<file path="config.mk">
export PLATFORM = sky130hd
export DESIGN_NAME = cpu_top
export DESIGN_NICKNAME = d
export VERILOG_FILES = /design/src/design/cpu_pkg.sv /design/src/design/register_file.sv /design/src/design/pc_generator.sv /design/src/design/register_write.sv /design/src/design/instruction_fetch.sv /design/src/design/instruction_decode.sv /design/src/design/alu_execute.sv /design/src/design/write_buffer_pc_generate.sv /design/src/design/cpu_top.sv
export SDC_FILE = /design/constraint.sdc
export NUM_CORES = 2
export LEC_CHECK = 0
export BUFFER_PORTS_ARGS = -buffer_cell sky130_fd_sc_hd__buf_2
export CAP_MARGIN = 20
export CORE_ASPECT_RATIO = 0.6
export CORE_MARGIN = 2
export CORE_UTILIZATION = 55
export DETAILED_ROUTE_END_ITERATION = 8
export MAX_ROUTING_LAYER = met4
export PLACE_DENSITY = 0.79
export SKIP_LAST_GASP = 1
export SLEW_MARGIN = 10
export SYNTH_ARGS = -nofsm -noshare
export SYNTH_HDL_FRONTEND = slang
export SYNTH_SLANG_ARGS = --single-unit
</file>
<file path="constraint.sdc">
create_clock -name CLK -period 4.2 [get_ports CLK]
set_input_delay 0 -clock CLK [delete_from_list [all_inputs] [get_ports CLK]]
set_output_delay 0 -clock CLK [all_outputs]
set_load 0.02 [all_outputs]
</file>
<file path="src/design/cpu_pkg.sv">
package cpu_pkg;

	typedef logic [31:0] word_t;
	typedef logic [4:0] reg_addr_t;
	typedef logic [25:0] inst_index_t;
	typedef logic [5:0] funct_t;
	// widest PC the stage structs can carry
	typedef logic [15:0] pc_max_t;

	typedef enum logic [5:0] {
		op_rtype = 6'h00,
		op_j = 6'h02,
		op_jal = 6'h03,
		op_beq = 6'h04,
		op_bne = 6'h05,
		op_addi = 6'h08,
		op_in = 6'h3c,
		op_out = 6'h3d,
		op_halt = 6'h3f
	} opcode_t;

	localparam funct_t funct_jr = 6'h08;
	localparam funct_t funct_add = 6'h20;
	localparam funct_t funct_sub = 6'h22;
	localparam funct_t funct_and = 6'h24;
	localparam funct_t funct_or = 6'h25;
	localparam funct_t funct_slt = 6'h2a;

	// jal destination
	localparam reg_addr_t link_reg = 5'd31;

	typedef enum logic [2:0] {
		alu_add,
		alu_sub,
		alu_and,
		alu_or,
		alu_slt
	} alu_op_t;

	typedef enum logic [1:0] {
		br_next = 2'b00,
		br_cond = 2'b01,
		br_jump = 2'b10,
		br_reg = 2'b11
	} branch_t;

	typedef enum logic [1:0] {
		wb_alu,
		wb_link,
		wb_input
	} wb_src_t;

	typedef struct packed {
		alu_op_t alu_op;
		word_t a;
		word_t b;
		word_t register_data;
		reg_addr_t rd;
		logic reg_write;
		wb_src_t wb_src;
		branch_t branch;
		logic branch_eq;
		logic out_en;
		inst_index_t inst_index;
		pc_max_t pc1;
		pc_max_t pc2;
	} decode_out_t;

	typedef struct packed {
		word_t alu_result;
		word_t register_data;
		reg_addr_t rd;
		logic reg_write;
		wb_src_t wb_src;
		branch_t branch;
		inst_index_t inst_index;
		pc_max_t pc1;
		pc_max_t pc2;
	} execute_out_t;

endpackage

</file>
<file path="src/design/register_file.sv">
module register_file import cpu_pkg::*; (
	input logic CLK,
	input logic reset,
	input reg_addr_t rs_addr,
	input reg_addr_t rt_addr,
	input logic we,
	input reg_addr_t wd_addr,
	input word_t wd,
	output word_t rs_data,
	output word_t rt_data
);
	word_t regs [32];

	// r0 is never written, so it stays zero after reset
	always_ff @(posedge CLK) begin
		if (reset) begin
			for (int i = 0; i < 32; i++)
				regs[i] <= '0;
		end else if (we && wd_addr != '0) begin
			regs[wd_addr] <= wd;
		end
	end

	assign rs_data = regs[rs_addr];
	assign rt_data = regs[rt_addr];

endmodule

</file>
<file path="src/design/pc_generator.sv">
module pc_generator import cpu_pkg::*; #(
	parameter int INST_MEM_WIDTH = 6
) (
	input logic CLK,
	input logic reset,
	input branch_t branch,
	input logic [INST_MEM_WIDTH-1:0] register_data,
	input logic [INST_MEM_WIDTH-1:0] inst_index,
	input logic [INST_MEM_WIDTH-1:0] pc2,
	input logic [INST_MEM_WIDTH-1:0] pc1,
	input logic pc_enable,
	output logic [INST_MEM_WIDTH-1:0] pc
);
	logic [INST_MEM_WIDTH-1:0] pc_new;

	always_comb begin
		case (branch)
		br_next: pc_new = pc1;
		br_cond: pc_new = pc2;
		br_jump: pc_new = inst_index;
		br_reg: pc_new = register_data;
		default: pc_new = pc1;
		endcase
	end

	always_ff @(posedge CLK) begin
		if (reset)
			pc <= '0;
		else if (pc_enable)
			pc <= pc_new;
	end

endmodule

</file>
<file path="src/design/register_write.sv">
module register_write import cpu_pkg::*; #(
	parameter int INST_MEM_WIDTH = 6
) (
	input logic CLK,
	input logic reset,
	input logic distinct,
	input wb_src_t wb_src,
	input word_t alu_result,
	input logic [INST_MEM_WIDTH-1:0] pc1,
	input word_t input_data,
	input logic input_ready,
	output logic input_taken,
	output logic pc_enable,
	output word_t data
);
	typedef enum logic {
		rw_idle,
		rw_wait
	} state_t;

	state_t state;
	logic take;

	assign take = state == rw_wait && input_ready;

	always_ff @(posedge CLK) begin
		if (reset) begin
			state <= rw_idle;
			pc_enable <= 1'b0;
			input_taken <= 1'b0;
		end else begin
			pc_enable <= (distinct && wb_src != wb_input) || take;
			input_taken <= take;
			if (distinct && wb_src == wb_input)
				state <= rw_wait;
			else if (take)
				state <= rw_idle;
		end
	end

	always_ff @(posedge CLK) begin
		if (take) begin
			data <= input_data;
		end else if (distinct) begin
			case (wb_src)
			wb_link: data <= word_t'(pc1);
			default: data <= alu_result;
			endcase
		end
	end

endmodule

</file>
<file path="src/design/instruction_fetch.sv">
module instruction_fetch import cpu_pkg::*; #(
	parameter int INST_MEM_WIDTH = 6
) (
	input logic CLK,
	input logic reset,
	input logic prog_we,
	input logic [INST_MEM_WIDTH-1:0] prog_addr,
	input word_t prog_data,
	input logic start,
	input logic distinct,
	input logic [INST_MEM_WIDTH-1:0] pc,
	output logic distinct_next,
	output word_t instruction,
	output logic [INST_MEM_WIDTH-1:0] pc_fetched
);
	word_t inst_mem [2**INST_MEM_WIDTH];
	logic fetch;

	// first fetch on start, then on each returned strobe
	assign fetch = start || distinct;

	always_ff @(posedge CLK) begin
		if (prog_we)
			inst_mem[prog_addr] <= prog_data;
	end

	always_ff @(posedge CLK) begin
		if (reset)
			distinct_next <= 1'b0;
		else
			distinct_next <= fetch;
	end

	always_ff @(posedge CLK) begin
		if (fetch) begin
			instruction <= inst_mem[pc];
			pc_fetched <= pc;
		end
	end

endmodule

</file>
<file path="src/design/instruction_decode.sv">
module instruction_decode import cpu_pkg::*; #(
	parameter int INST_MEM_WIDTH = 6
) (
	input logic CLK,
	input logic reset,
	input logic distinct,
	input word_t instruction,
	input logic [INST_MEM_WIDTH-1:0] pc,
	output reg_addr_t rs_addr,
	output reg_addr_t rt_addr,
	input word_t rs_data,
	input word_t rt_data,
	output logic distinct_next,
	output decode_out_t decoded,
	output logic halt
);
	opcode_t opcode;
	funct_t funct;
	reg_addr_t rd_field;
	word_t imm_ext;
	logic use_imm;
	logic is_halt;
	logic [INST_MEM_WIDTH-1:0] pc1;
	logic [INST_MEM_WIDTH-1:0] pc2;
	decode_out_t ctrl;

	assign opcode = opcode_t'(instruction[31:26]);
	assign rs_addr = instruction[25:21];
	assign rt_addr = instruction[20:16];
	assign rd_field = instruction[15:11];
	assign funct = instruction[5:0];
	assign imm_ext = {{16{instruction[15]}}, instruction[15:0]};
	assign pc1 = pc + 1'b1;
	// word offset relative to the next instruction
	assign pc2 = pc1 + imm_ext[INST_MEM_WIDTH-1:0];

	always_comb begin
		ctrl = '0;
		use_imm = 1'b0;
		is_halt = 1'b0;
		ctrl.alu_op = alu_add;
		ctrl.wb_src = wb_alu;
		ctrl.branch = br_next;
		ctrl.rd = rd_field;
		case (opcode)
		op_rtype: begin
			ctrl.reg_write = 1'b1;
			case (funct)
			funct_add: ctrl.alu_op = alu_add;
			funct_sub: ctrl.alu_op = alu_sub;
			funct_and: ctrl.alu_op = alu_and;
			funct_or: ctrl.alu_op = alu_or;
			funct_slt: ctrl.alu_op = alu_slt;
			funct_jr: begin
				ctrl.reg_write = 1'b0;
				ctrl.branch = br_reg;
			end
			default: ctrl.reg_write = 1'b0;
			endcase
		end
		op_addi: begin
			use_imm = 1'b1;
			ctrl.rd = rt_addr;
			ctrl.reg_write = 1'b1;
		end
		op_beq: begin
			ctrl.branch = br_cond;
			ctrl.branch_eq = 1'b1;
		end
		op_bne: ctrl.branch = br_cond;
		op_j: ctrl.branch = br_jump;
		op_jal: begin
			ctrl.branch = br_jump;
			ctrl.rd = link_reg;
			ctrl.reg_write = 1'b1;
			ctrl.wb_src = wb_link;
		end
		op_in: begin
			ctrl.reg_write = 1'b1;
			ctrl.wb_src = wb_input;
		end
		op_out: ctrl.out_en = 1'b1;
		op_halt: is_halt = 1'b1;
		default: ;
		endcase
		ctrl.a = rs_data;
		ctrl.b = use_imm ? imm_ext : rt_data;
		ctrl.register_data = rs_data;
		ctrl.inst_index = instruction[25:0];
		ctrl.pc1 = pc_max_t'(pc1);
		ctrl.pc2 = pc_max_t'(pc2);
	end

	// halt is sticky and stops the strobe here
	always_ff @(posedge CLK) begin
		if (reset) begin
			distinct_next <= 1'b0;
			halt <= 1'b0;
		end else begin
			distinct_next <= distinct && !is_halt;
			if (distinct && is_halt)
				halt <= 1'b1;
		end
	end

	always_ff @(posedge CLK) begin
		if (distinct)
			decoded <= ctrl;
	end

endmodule

</file>
<file path="src/design/alu_execute.sv">
module alu_execute import cpu_pkg::*; (
	input logic CLK,
	input logic reset,
	input logic distinct,
	input decode_out_t decoded,
	output logic distinct_next,
	output execute_out_t executed,
	output logic out_valid,
	output word_t out_data
);
	word_t result;
	logic equal;
	branch_t branch_resolved;

	always_comb begin
		case (decoded.alu_op)
		alu_add: result = decoded.a + decoded.b;
		alu_sub: result = decoded.a - decoded.b;
		alu_and: result = decoded.a & decoded.b;
		alu_or: result = decoded.a | decoded.b;
		alu_slt: result = word_t'($signed(decoded.a) < $signed(decoded.b));
		default: result = decoded.a + decoded.b;
		endcase
	end

	assign equal = decoded.a == decoded.b;

	// not taken falls back to pc+1
	always_comb begin
		branch_resolved = decoded.branch;
		if (decoded.branch == br_cond && equal != decoded.branch_eq)
			branch_resolved = br_next;
	end

	always_ff @(posedge CLK) begin
		if (reset) begin
			distinct_next <= 1'b0;
			out_valid <= 1'b0;
		end else begin
			distinct_next <= distinct;
			out_valid <= distinct && decoded.out_en;
		end
	end

	always_ff @(posedge CLK) begin
		if (distinct) begin
			executed.alu_result <= result;
			executed.register_data <= decoded.register_data;
			executed.rd <= decoded.rd;
			executed.reg_write <= decoded.reg_write;
			executed.wb_src <= decoded.wb_src;
			executed.branch <= branch_resolved;
			executed.inst_index <= decoded.inst_index;
			executed.pc1 <= decoded.pc1;
			executed.pc2 <= decoded.pc2;
			out_data <= decoded.register_data;
		end
	end

endmodule

</file>
<file path="src/design/write_buffer_pc_generate.sv">
module write_buffer_pc_generate import cpu_pkg::*; #(
	parameter int INST_MEM_WIDTH = 6
) (
	input logic CLK,
	input logic reset,
	input logic distinct,
	input execute_out_t executed,
	input logic input_ready,
	input word_t input_data,
	output logic distinct_next,
	output logic RegWrite_next,
	output reg_addr_t rd_next,
	output word_t data,
	output logic input_taken,
	output logic [INST_MEM_WIDTH-1:0] pc_generated,
	output logic [INST_MEM_WIDTH-1:0] retire_pc
);
	typedef enum logic {
		st_capture,
		st_release
	} state_t;

	state_t state;
	execute_out_t buffered;
	logic pc_enable;

	// sees the strobe together with the capture
	register_write #(
		.INST_MEM_WIDTH(INST_MEM_WIDTH)
	) register_write_i (
		.CLK(CLK),
		.reset(reset),
		.distinct(distinct),
		.wb_src(executed.wb_src),
		.alu_result(executed.alu_result),
		.pc1(executed.pc1[INST_MEM_WIDTH-1:0]),
		.input_data(input_data),
		.input_ready(input_ready),
		.input_taken(input_taken),
		.pc_enable(pc_enable),
		.data(data)
	);

	pc_generator #(
		.INST_MEM_WIDTH(INST_MEM_WIDTH)
	) pc_generator_i (
		.CLK(CLK),
		.reset(reset),
		.branch(buffered.branch),
		.register_data(buffered.register_data[INST_MEM_WIDTH-1:0]),
		.inst_index(buffered.inst_index[INST_MEM_WIDTH-1:0]),
		.pc2(buffered.pc2[INST_MEM_WIDTH-1:0]),
		.pc1(buffered.pc1[INST_MEM_WIDTH-1:0]),
		.pc_enable(pc_enable),
		.pc(pc_generated)
	);

	// write port is live only in the commit cycle
	assign RegWrite_next = pc_enable && buffered.reg_write;
	assign rd_next = buffered.rd;

	always_ff @(posedge CLK) begin
		if (reset) begin
			state <= st_capture;
			distinct_next <= 1'b0;
		end else begin
			distinct_next <= 1'b0;
			case (state)
			st_capture: begin
				if (distinct)
					state <= st_release;
			end
			st_release: begin
				if (pc_enable) begin
					state <= st_capture;
					distinct_next <= 1'b1;
				end
			end
			default: state <= st_capture;
			endcase
		end
	end

	always_ff @(posedge CLK) begin
		if (state == st_capture && distinct)
			buffered <= executed;
		// old pc, sampled as the new one loads
		if (pc_enable)
			retire_pc <= pc_generated;
	end

endmodule

</file>
<file path="src/design/cpu_top.sv">
module cpu_top import cpu_pkg::*; #(
	parameter int INST_MEM_WIDTH = 6
) (
	input logic CLK,
	input logic reset,
	input logic prog_we,
	input logic [INST_MEM_WIDTH-1:0] prog_addr,
	input word_t prog_data,
	input logic start,
	input logic input_ready,
	input word_t input_data,
	output logic input_taken,
	output logic out_valid,
	output word_t out_data,
	output logic retire_valid,
	output logic [INST_MEM_WIDTH-1:0] retire_pc,
	output logic halted
);
	logic fetch_distinct;
	logic decode_distinct;
	logic execute_distinct;
	word_t instruction;
	logic [INST_MEM_WIDTH-1:0] pc_fetched;
	logic [INST_MEM_WIDTH-1:0] pc;
	reg_addr_t rs_addr;
	reg_addr_t rt_addr;
	word_t rs_data;
	word_t rt_data;
	decode_out_t decoded;
	execute_out_t executed;
	logic reg_write;
	reg_addr_t rd;
	word_t wb_data;

	// retire strobe doubles as the next fetch trigger
	instruction_fetch #(
		.INST_MEM_WIDTH(INST_MEM_WIDTH)
	) instruction_fetch_i (
		.CLK(CLK),
		.reset(reset),
		.prog_we(prog_we),
		.prog_addr(prog_addr),
		.prog_data(prog_data),
		.start(start),
		.distinct(retire_valid),
		.pc(pc),
		.distinct_next(fetch_distinct),
		.instruction(instruction),
		.pc_fetched(pc_fetched)
	);

	instruction_decode #(
		.INST_MEM_WIDTH(INST_MEM_WIDTH)
	) instruction_decode_i (
		.CLK(CLK),
		.reset(reset),
		.distinct(fetch_distinct),
		.instruction(instruction),
		.pc(pc_fetched),
		.rs_addr(rs_addr),
		.rt_addr(rt_addr),
		.rs_data(rs_data),
		.rt_data(rt_data),
		.distinct_next(decode_distinct),
		.decoded(decoded),
		.halt(halted)
	);

	alu_execute alu_execute_i (
		.CLK(CLK),
		.reset(reset),
		.distinct(decode_distinct),
		.decoded(decoded),
		.distinct_next(execute_distinct),
		.executed(executed),
		.out_valid(out_valid),
		.out_data(out_data)
	);

	write_buffer_pc_generate #(
		.INST_MEM_WIDTH(INST_MEM_WIDTH)
	) write_buffer_pc_generate_i (
		.CLK(CLK),
		.reset(reset),
		.distinct(execute_distinct),
		.executed(executed),
		.input_ready(input_ready),
		.input_data(input_data),
		.distinct_next(retire_valid),
		.RegWrite_next(reg_write),
		.rd_next(rd),
		.data(wb_data),
		.input_taken(input_taken),
		.pc_generated(pc),
		.retire_pc(retire_pc)
	);

	register_file register_file_i (
		.CLK(CLK),
		.reset(reset),
		.rs_addr(rs_addr),
		.rt_addr(rt_addr),
		.we(reg_write),
		.wd_addr(rd),
		.wd(wb_data),
		.rs_data(rs_data),
		.rt_data(rt_data)
	);

endmodule

</file>
# Word-level counts from Yosys, hierarchy flattened
# Memories as Yosys holds them, arrays and structs flattened. A register that Yosys moved wholly into a read port is not among the register bits.
# Cells that the tools add are included.
# W data, S select, Z words.
[totals]
register_bits = 249
mem_bits_rw = 3072
inputBits = 75
out_inout_bits = 42
elab_cells = 135
n_memories = 2
[mem_list]
columns = ["name", "words", "word_bits", "read_ports", "rd_clocked_by_memory_dff", "write_ports", "line_no", "rtl"]
rows = [
  ["instruction_fetch_i.inst_mem", 64, 32, 1, 1, 1, "instruction_fetch.sv:16", "word_t inst_mem [2**INST_MEM_WIDTH];"],
  ["register_file_i.regs", 32, 32, 2, 1, 32, "register_file.sv:12", "word_t regs [32];"],
]
[classes]
addsub = 4
magnitude_cmp = 1
eq_ne = 27
n_mux = 33
bitwise_logic = 3
n_reduce_logical = 24
[ops]
columns = ["operator", "count"]
rows = [
  ["$mux W32", 5],
  ["$pmux W32 S4", 1],
  ["$eq A6 B6 Y1 const B", 8],
  ["$add A32 B32 Y32", 1],
  ["$and A32 B32 Y32", 1],
  ["$eq A32 B32 Y1", 1],
  ["$lt A32 B32 Y1", 1],
  ["$or A32 B32 Y32", 1],
  ["$reduce_or A32 Y1", 1],
  ["$sub A32 B32 Y32", 1],
  ["$pmux W6 S4", 1],
  ["$mux W1", 18],
  ["$eq A6 B2 Y1 const B", 2],
  ["$eq A6 B3 Y1 const B", 2],
  ["$eq A6 B4 Y1 const B", 2],
  ["$pmux W3 S4", 1],
  ["$logic_and A1 B1 Y1", 10],
  ["$pmux W5 S2", 1],
  ["$add A6 B1 Y6 const B", 1],
  ["$add A6 B6 Y6", 1],
  ["$eq A2 B1 Y1 const B", 3],
  ["$eq A2 B2 Y1 const B", 3],
  ["$eq A3 B2 Y1 const B", 2],
  ["$logic_not A6 Y1", 1],
  ["other kinds (18)", 23],
]

# Depth between registers and ports, before layout
[depth]
ltp_word = 7
depth_mapped = 12
depth_no_buf = 12

# Modules after synthesis
# From an unflattened synthesis, not the netlist that was laid out.
[hier_totals]
cells_unflattened = 9490
hier_area_um2 = 153025.5
[modules_own_cells]
columns = ["module", "instances", "cells_per_inst", "area_each_um2", "seq_area_each_um2"]
rows = [
  ["instruction_fetch", 1, 3481, 79683.9, 62660.1],
  ["register_file", 1, 4605, 55896.1, 30749.5],
  ["alu_execute", 1, 917, 9250.1, 4003.8],
  ["instruction_decode", 1, 304, 5042.3, 3553.4],
  ["register_write", 1, 98, 1517.7, 1021.0],
  ["write_buffer_pc_generate", 1, 51, 1257.5, 1181.1],
  ["pc_generator", 1, 34, 377.9, 120.1],
]

# Worst setup path after synthesis
# Ideal clock, no wire load.
[synth_timing]
path_kind = "register to register"
startpoint = "reg instruction_decode_i.decoded[134] (netlist name)"
endpoint = "reg alu_execute_i.executed[124] (netlist name)"
setup_ps = 261
t_arrival_ps = 2700
required_ps = 3939
slack_ps = 1239
stages_incl_launch_ff = 12
path_buffers = 0
synth_period_minus_slack_ps = 2961
cell_sequence = "edfxtp_1 inv_1 ha_1 fa_1 nor2_1 o221ai_1 a22oi_1 a211oi_2 o21bai_1 a21oi_1 a221o_1 a221o_1"
[synth_between]
elab_chain_len = 2
word_cells_on_any_way = 3
classes_between = "2 x add/sub; 1 x mux"
[synth_rtl]
columns = ["item", "line_no", "rtl"]
rows = [
  ["$add A32 B32 Y32 / $sub A32 B32 Y32 (equally long branches)", "alu_execute.sv:17, alu_execute.sv:22, alu_execute.sv:18", ""],
  ["$pmux W32 S4 (*)", "alu_execute.sv:16", "case (decoded.alu_op)"],
  ["net alu_execute_i.result[24]", "alu_execute.sv:11", "word_t result;"],
]
# Mark *: on every way through the listed nets, which the timed path passes. The rest lies on a longest branch.
# A chain may end at the register's enable or synchronous reset.

# Final worst setup path
[layout_timing]
startpoint = "reg instruction_decode_i.decoded[139] (netlist name)"
endpoint = "reg alu_execute_i.executed[127] (netlist name)"
[layout_between]
elab_chain_len = 2
word_cells_on_any_way = 3
classes_between = "2 x add/sub; 1 x mux"
[layout_rtl]
columns = ["item", "line_no"]
rows = [
  ["$add A32 B32 Y32 / $sub A32 B32 Y32 (equally long branches)", "alu_execute.sv:17, alu_execute.sv:22, alu_execute.sv:18"],
  ["$pmux W32 S4 (*)", "alu_execute.sv:16"],
  ["net alu_execute_i.result[27]", "alu_execute.sv:11"],
]
# Marks and branches as above.

==> results.py <==
metrics = {
    "routing": {
        "dr_total_vias": 82250,
        "first_iter_violations": 16480,
        "avgViaCountPerCell": 7.116,
        "finalWirelength_mm": 441.6,
        "ant_nets": 0,
        "post_drt_wl_per_cell_um": 38.21,
        "first_pass_iters": 9,
        "drcViolationCount": 3,
    },
    "power_and_ir_drop": {
        "power.total_w": 0.07037,
        "vdd_ir_drop_max_uv": 399.1,
        "powerDensity_nw_per_um2": 426.1,
        "p_leak_nw": 53.60,
    },
    "logic_synthesis": {
        "syn_inst": 7499,
        "ys_ff_latch": 3385,
        "synth_top_cells_by_area": "edfxtp_1, mux4_2, and2_1, clkbuf_1, ha_1",
        "yosysUniqueCellTypes": 88,
        "synthAdderAreaFrac_pct": 0.9054,
        "netlist_area_um2": 147600,
        "synthMuxAreaShare_pct": 20.68,
        "yosys.area_share.xor_xnor_pct": 0.07714,
        "synth_compound_area_share_pct": 1.908,
        "synth_area_leader_cell": "edfxtp_1",
        "synth_edf_count": 3369,
        "yosys_most_used_dff": "edfxtp_1",
        "synth-simple-area-share_pct": 5.701,
        "yosysTopAreaCellShare_pct": 68.54,
        "yosys_warnings": 0,
        "synth_top_family_by_area": "multiplexers",
        "synthArstFlopShare_pct": 0,
        "yosysSeqAreaShare_pct": 68.76,
        "syn-mean-instance-area_um2": 19.68,
    },
    "finish": {
        "final_common_cell": "edfxtp_1",
        "seq_area_um2": 101500,
        "mostFrequentLayoutCells": "edfxtp_1, mux4_2, and2_1",
        "fin_area_um2": 165100,
        "layout.nets": 7923,
        "area_growth_pct": 11.88,
        "multi_input_area_um2": 44100,
        "fillers": 17750,
        "drive_gt1_share_pct": 29.73,
    },
    "floorplanning": {
        "die_x_um": 672.8,
        "die_area_um2": 272600,
        "die_y_um": 405.3,
        "initial_core_util_pct": 55.23,
        "ios": 117,
        "num_rows": 147,
        "core_um2": 267200,
    },
    "grt": {
        "grt_overflow": 0,
        "grt_pass1_wl_mm": 616.9,
        "grt_max_degree": 105,
        "first_global_vias": 80700,
        "grt_util_all_layers_pct": 33.48,
        "grt_antenna_before_repair": 32,
    },
    "timing": {
        "setup_viol": 0,
        "maxSlewViolCount": 0,
        "min_period_ns": 4.111,
        "max_slew_margin_pct": 17.86,
        "tightest_slew_ns": 1.232,
        "hold_viol": 0,
        "clock_skew_ns": 0.07333,
        "fmax_mhz": 243.2,
        "rsz0062_at_grt": "no",
        "setup_tns_ns": 0,
        "period_share_pct": 97.88,
    },
    "placed_design": {
        "numPortBuffers": 116,
        "post-dp-hpwl_mm": 250.8,
        "gp_congestion": 0.9156,
        "dpl_cell_area_um2": 154200,
    },
    "cts": {
        "clockBufferDepth": 4,
        "htreeDepth": 5,
        "clock-sinks": 3385,
        "cts_made_buffers": 308,
        "root_buffer": "clkbuf_16",
        "clock_latency_ns": 0.91,
        "hold_buffers": 79,
        "post_cts_buffers": 0,
        "cts_tree": "built",
        "cts_resized": 0,
        "clkTransAtPathRegs_ns": 0.07,
    },
    "setup_path": {
        "cp_max_fo": 8,
        "arrival_ns": 4.70,
        "cp-end-kind": "register",
        "required_ns": 4.79,
        "critPathKind": "reg -> reg",
        "crit_path_start_kind": "register",
    },
    "outcome": {
        "violations": "DRC",
        "status": "finished, violations left",
    },
    "min_path": {
        "hp-class": "in -> reg",
    },
    "flow_run": {
        "drv_cap": 0,
    },
}
layout make-up:
class	count	share of cell area (%)
clock inverter	159	0.8472
timing repair buffer	504	3.037
multi-input combinational	3440	26.71
sequential	3385	61.48
tap	3576	2.710
antenna	16	0.02425
clock buffer	374	4.959
inverter	104	0.2364
critical path, cell delays in order, from the launching register on:
cell and delay [ns]:
edfxtp_1 0.41, inv_1 0.07, ha_1 0.42, nor4_1 0.70, a221oi_2 0.18, nand3_2 0.19
a21boi_2 0.11, o21ai_1 0.66, a211oi_2 0.32, a221o_1 0.43, a221o_1 0.32
power breakdown:
part	total [W]	switching [W]	internal, W
Clock	0.0279	0.0126	0.0153
Combinational	0.00427	0.00258	0.00169
Sequential	0.0382	0.000434	0.0378
Total	0.0704	0.0156	0.0547
cells in the mapped netlist (all sizes together) (7+ instances only):
master	instances
inv	104
nand2b	13
o221ai	15
nor2	219
o22ai	9
mux2	48
nor2b	15
o21a	8
nand2	86
xnor2	7
o31ai	8
edfxtp	3369
nand3b	12
buf	188
nor4	11
clkbuf	413
o211ai	14
ha	102
mux4	1302
a22o	27
and2	996
mux2i	66
nand3	28
nor3	14
a221oi	8
a221o	15
a21o	18
a211oi	9
o21bai	13
o21ai	83
or2	39
a21oi	131
dfxtp	16
through the flow:
| step | cells | hold WS, ns | setup slack (ns) | util (%) |
|---|---|---|---|---|
| 3_3_place_gp | 10910 | 0.3401 | 0.4982 | 57.70 |
| 2_1_floorplan | 7530 | 0.09887 | 1.239 | - |
| 5_1_grt | 11550 | 0.03317 | 0.1255 | 61.78 |
| 4_1_cts | 11520 | 0.003392 | 0.3246 | 61.58 |
| 6_report | 11560 | 0.02921 | 0.08897 | 61.79 |
| 3_5_place_dp | 10910 | 0.3328 | 0.3907 | 57.70 |
flip-flops by register name (all words and copies together), names as in the netlist, 5 cells and up:
signal / count
write_buffer_pc_generate_i.rd_next: 5
alu_execute_i.executed: 92
instruction_fetch_i.instruction: 32
instruction_fetch_i.pc_fetched: 6
write_buffer_pc_generate_i.retire_pc: 6
register_file_i.regs: 1024
write_buffer_pc_generate_i.pc_generator_i.pc: 6
instruction_decode_i.decoded: 97
write_buffer_pc_generate_i.buffered: 27
write_buffer_pc_generate_i.register_write_i.data: 32
instruction_fetch_i.inst_mem: 2048
final timing paths:
check | start | endpoint | slack [ns] | cells past startpoint
max | instruction_decode_i.decoded[139] | alu_execute_i.executed[127] | 0.09 | 10
min | input_data[3] | register | 0.03 | 4
max reg2reg | instruction_decode_i.decoded[139] | alu_execute_i.executed[127] | 0.09 | 10
min reg2reg | alu_execute_i.executed[4] | write_buffer_pc_generate_i.buffered[4] | 0.41 | 0
per-layer routing:
| metal | vias to the layer above | track usage [%] | part of all wire [%] |
|---|---|---|---|
| met5 | - | - | 0 |
| met4 | 0 | 10.87 | 3.8 |
| met3 | 1039 | 11.61 | 17 |
| met2 | 7841 | 45.86 | 43 |
| met1 | 42490 | 47.49 | 36 |
| li1 | 30870 | - | - |
logic make-up (layout without fill, tap and decap cells):
logic type | Yosys count | after routing
AND/OR/NAND/NOR | 1464 | 1464
other | 1 | 48
multiplexers | 1416 | 1416
flip-flops | 3385 | 3385
buffers and inverters | 705 | 1141
adder cells (fa/ha/maj) | 105 | 105
AO/OA/AOI/OAI | 410 | 410
XOR/XNOR | 13 | 13
Note: power is estimated with default switching activity, not from simulation.
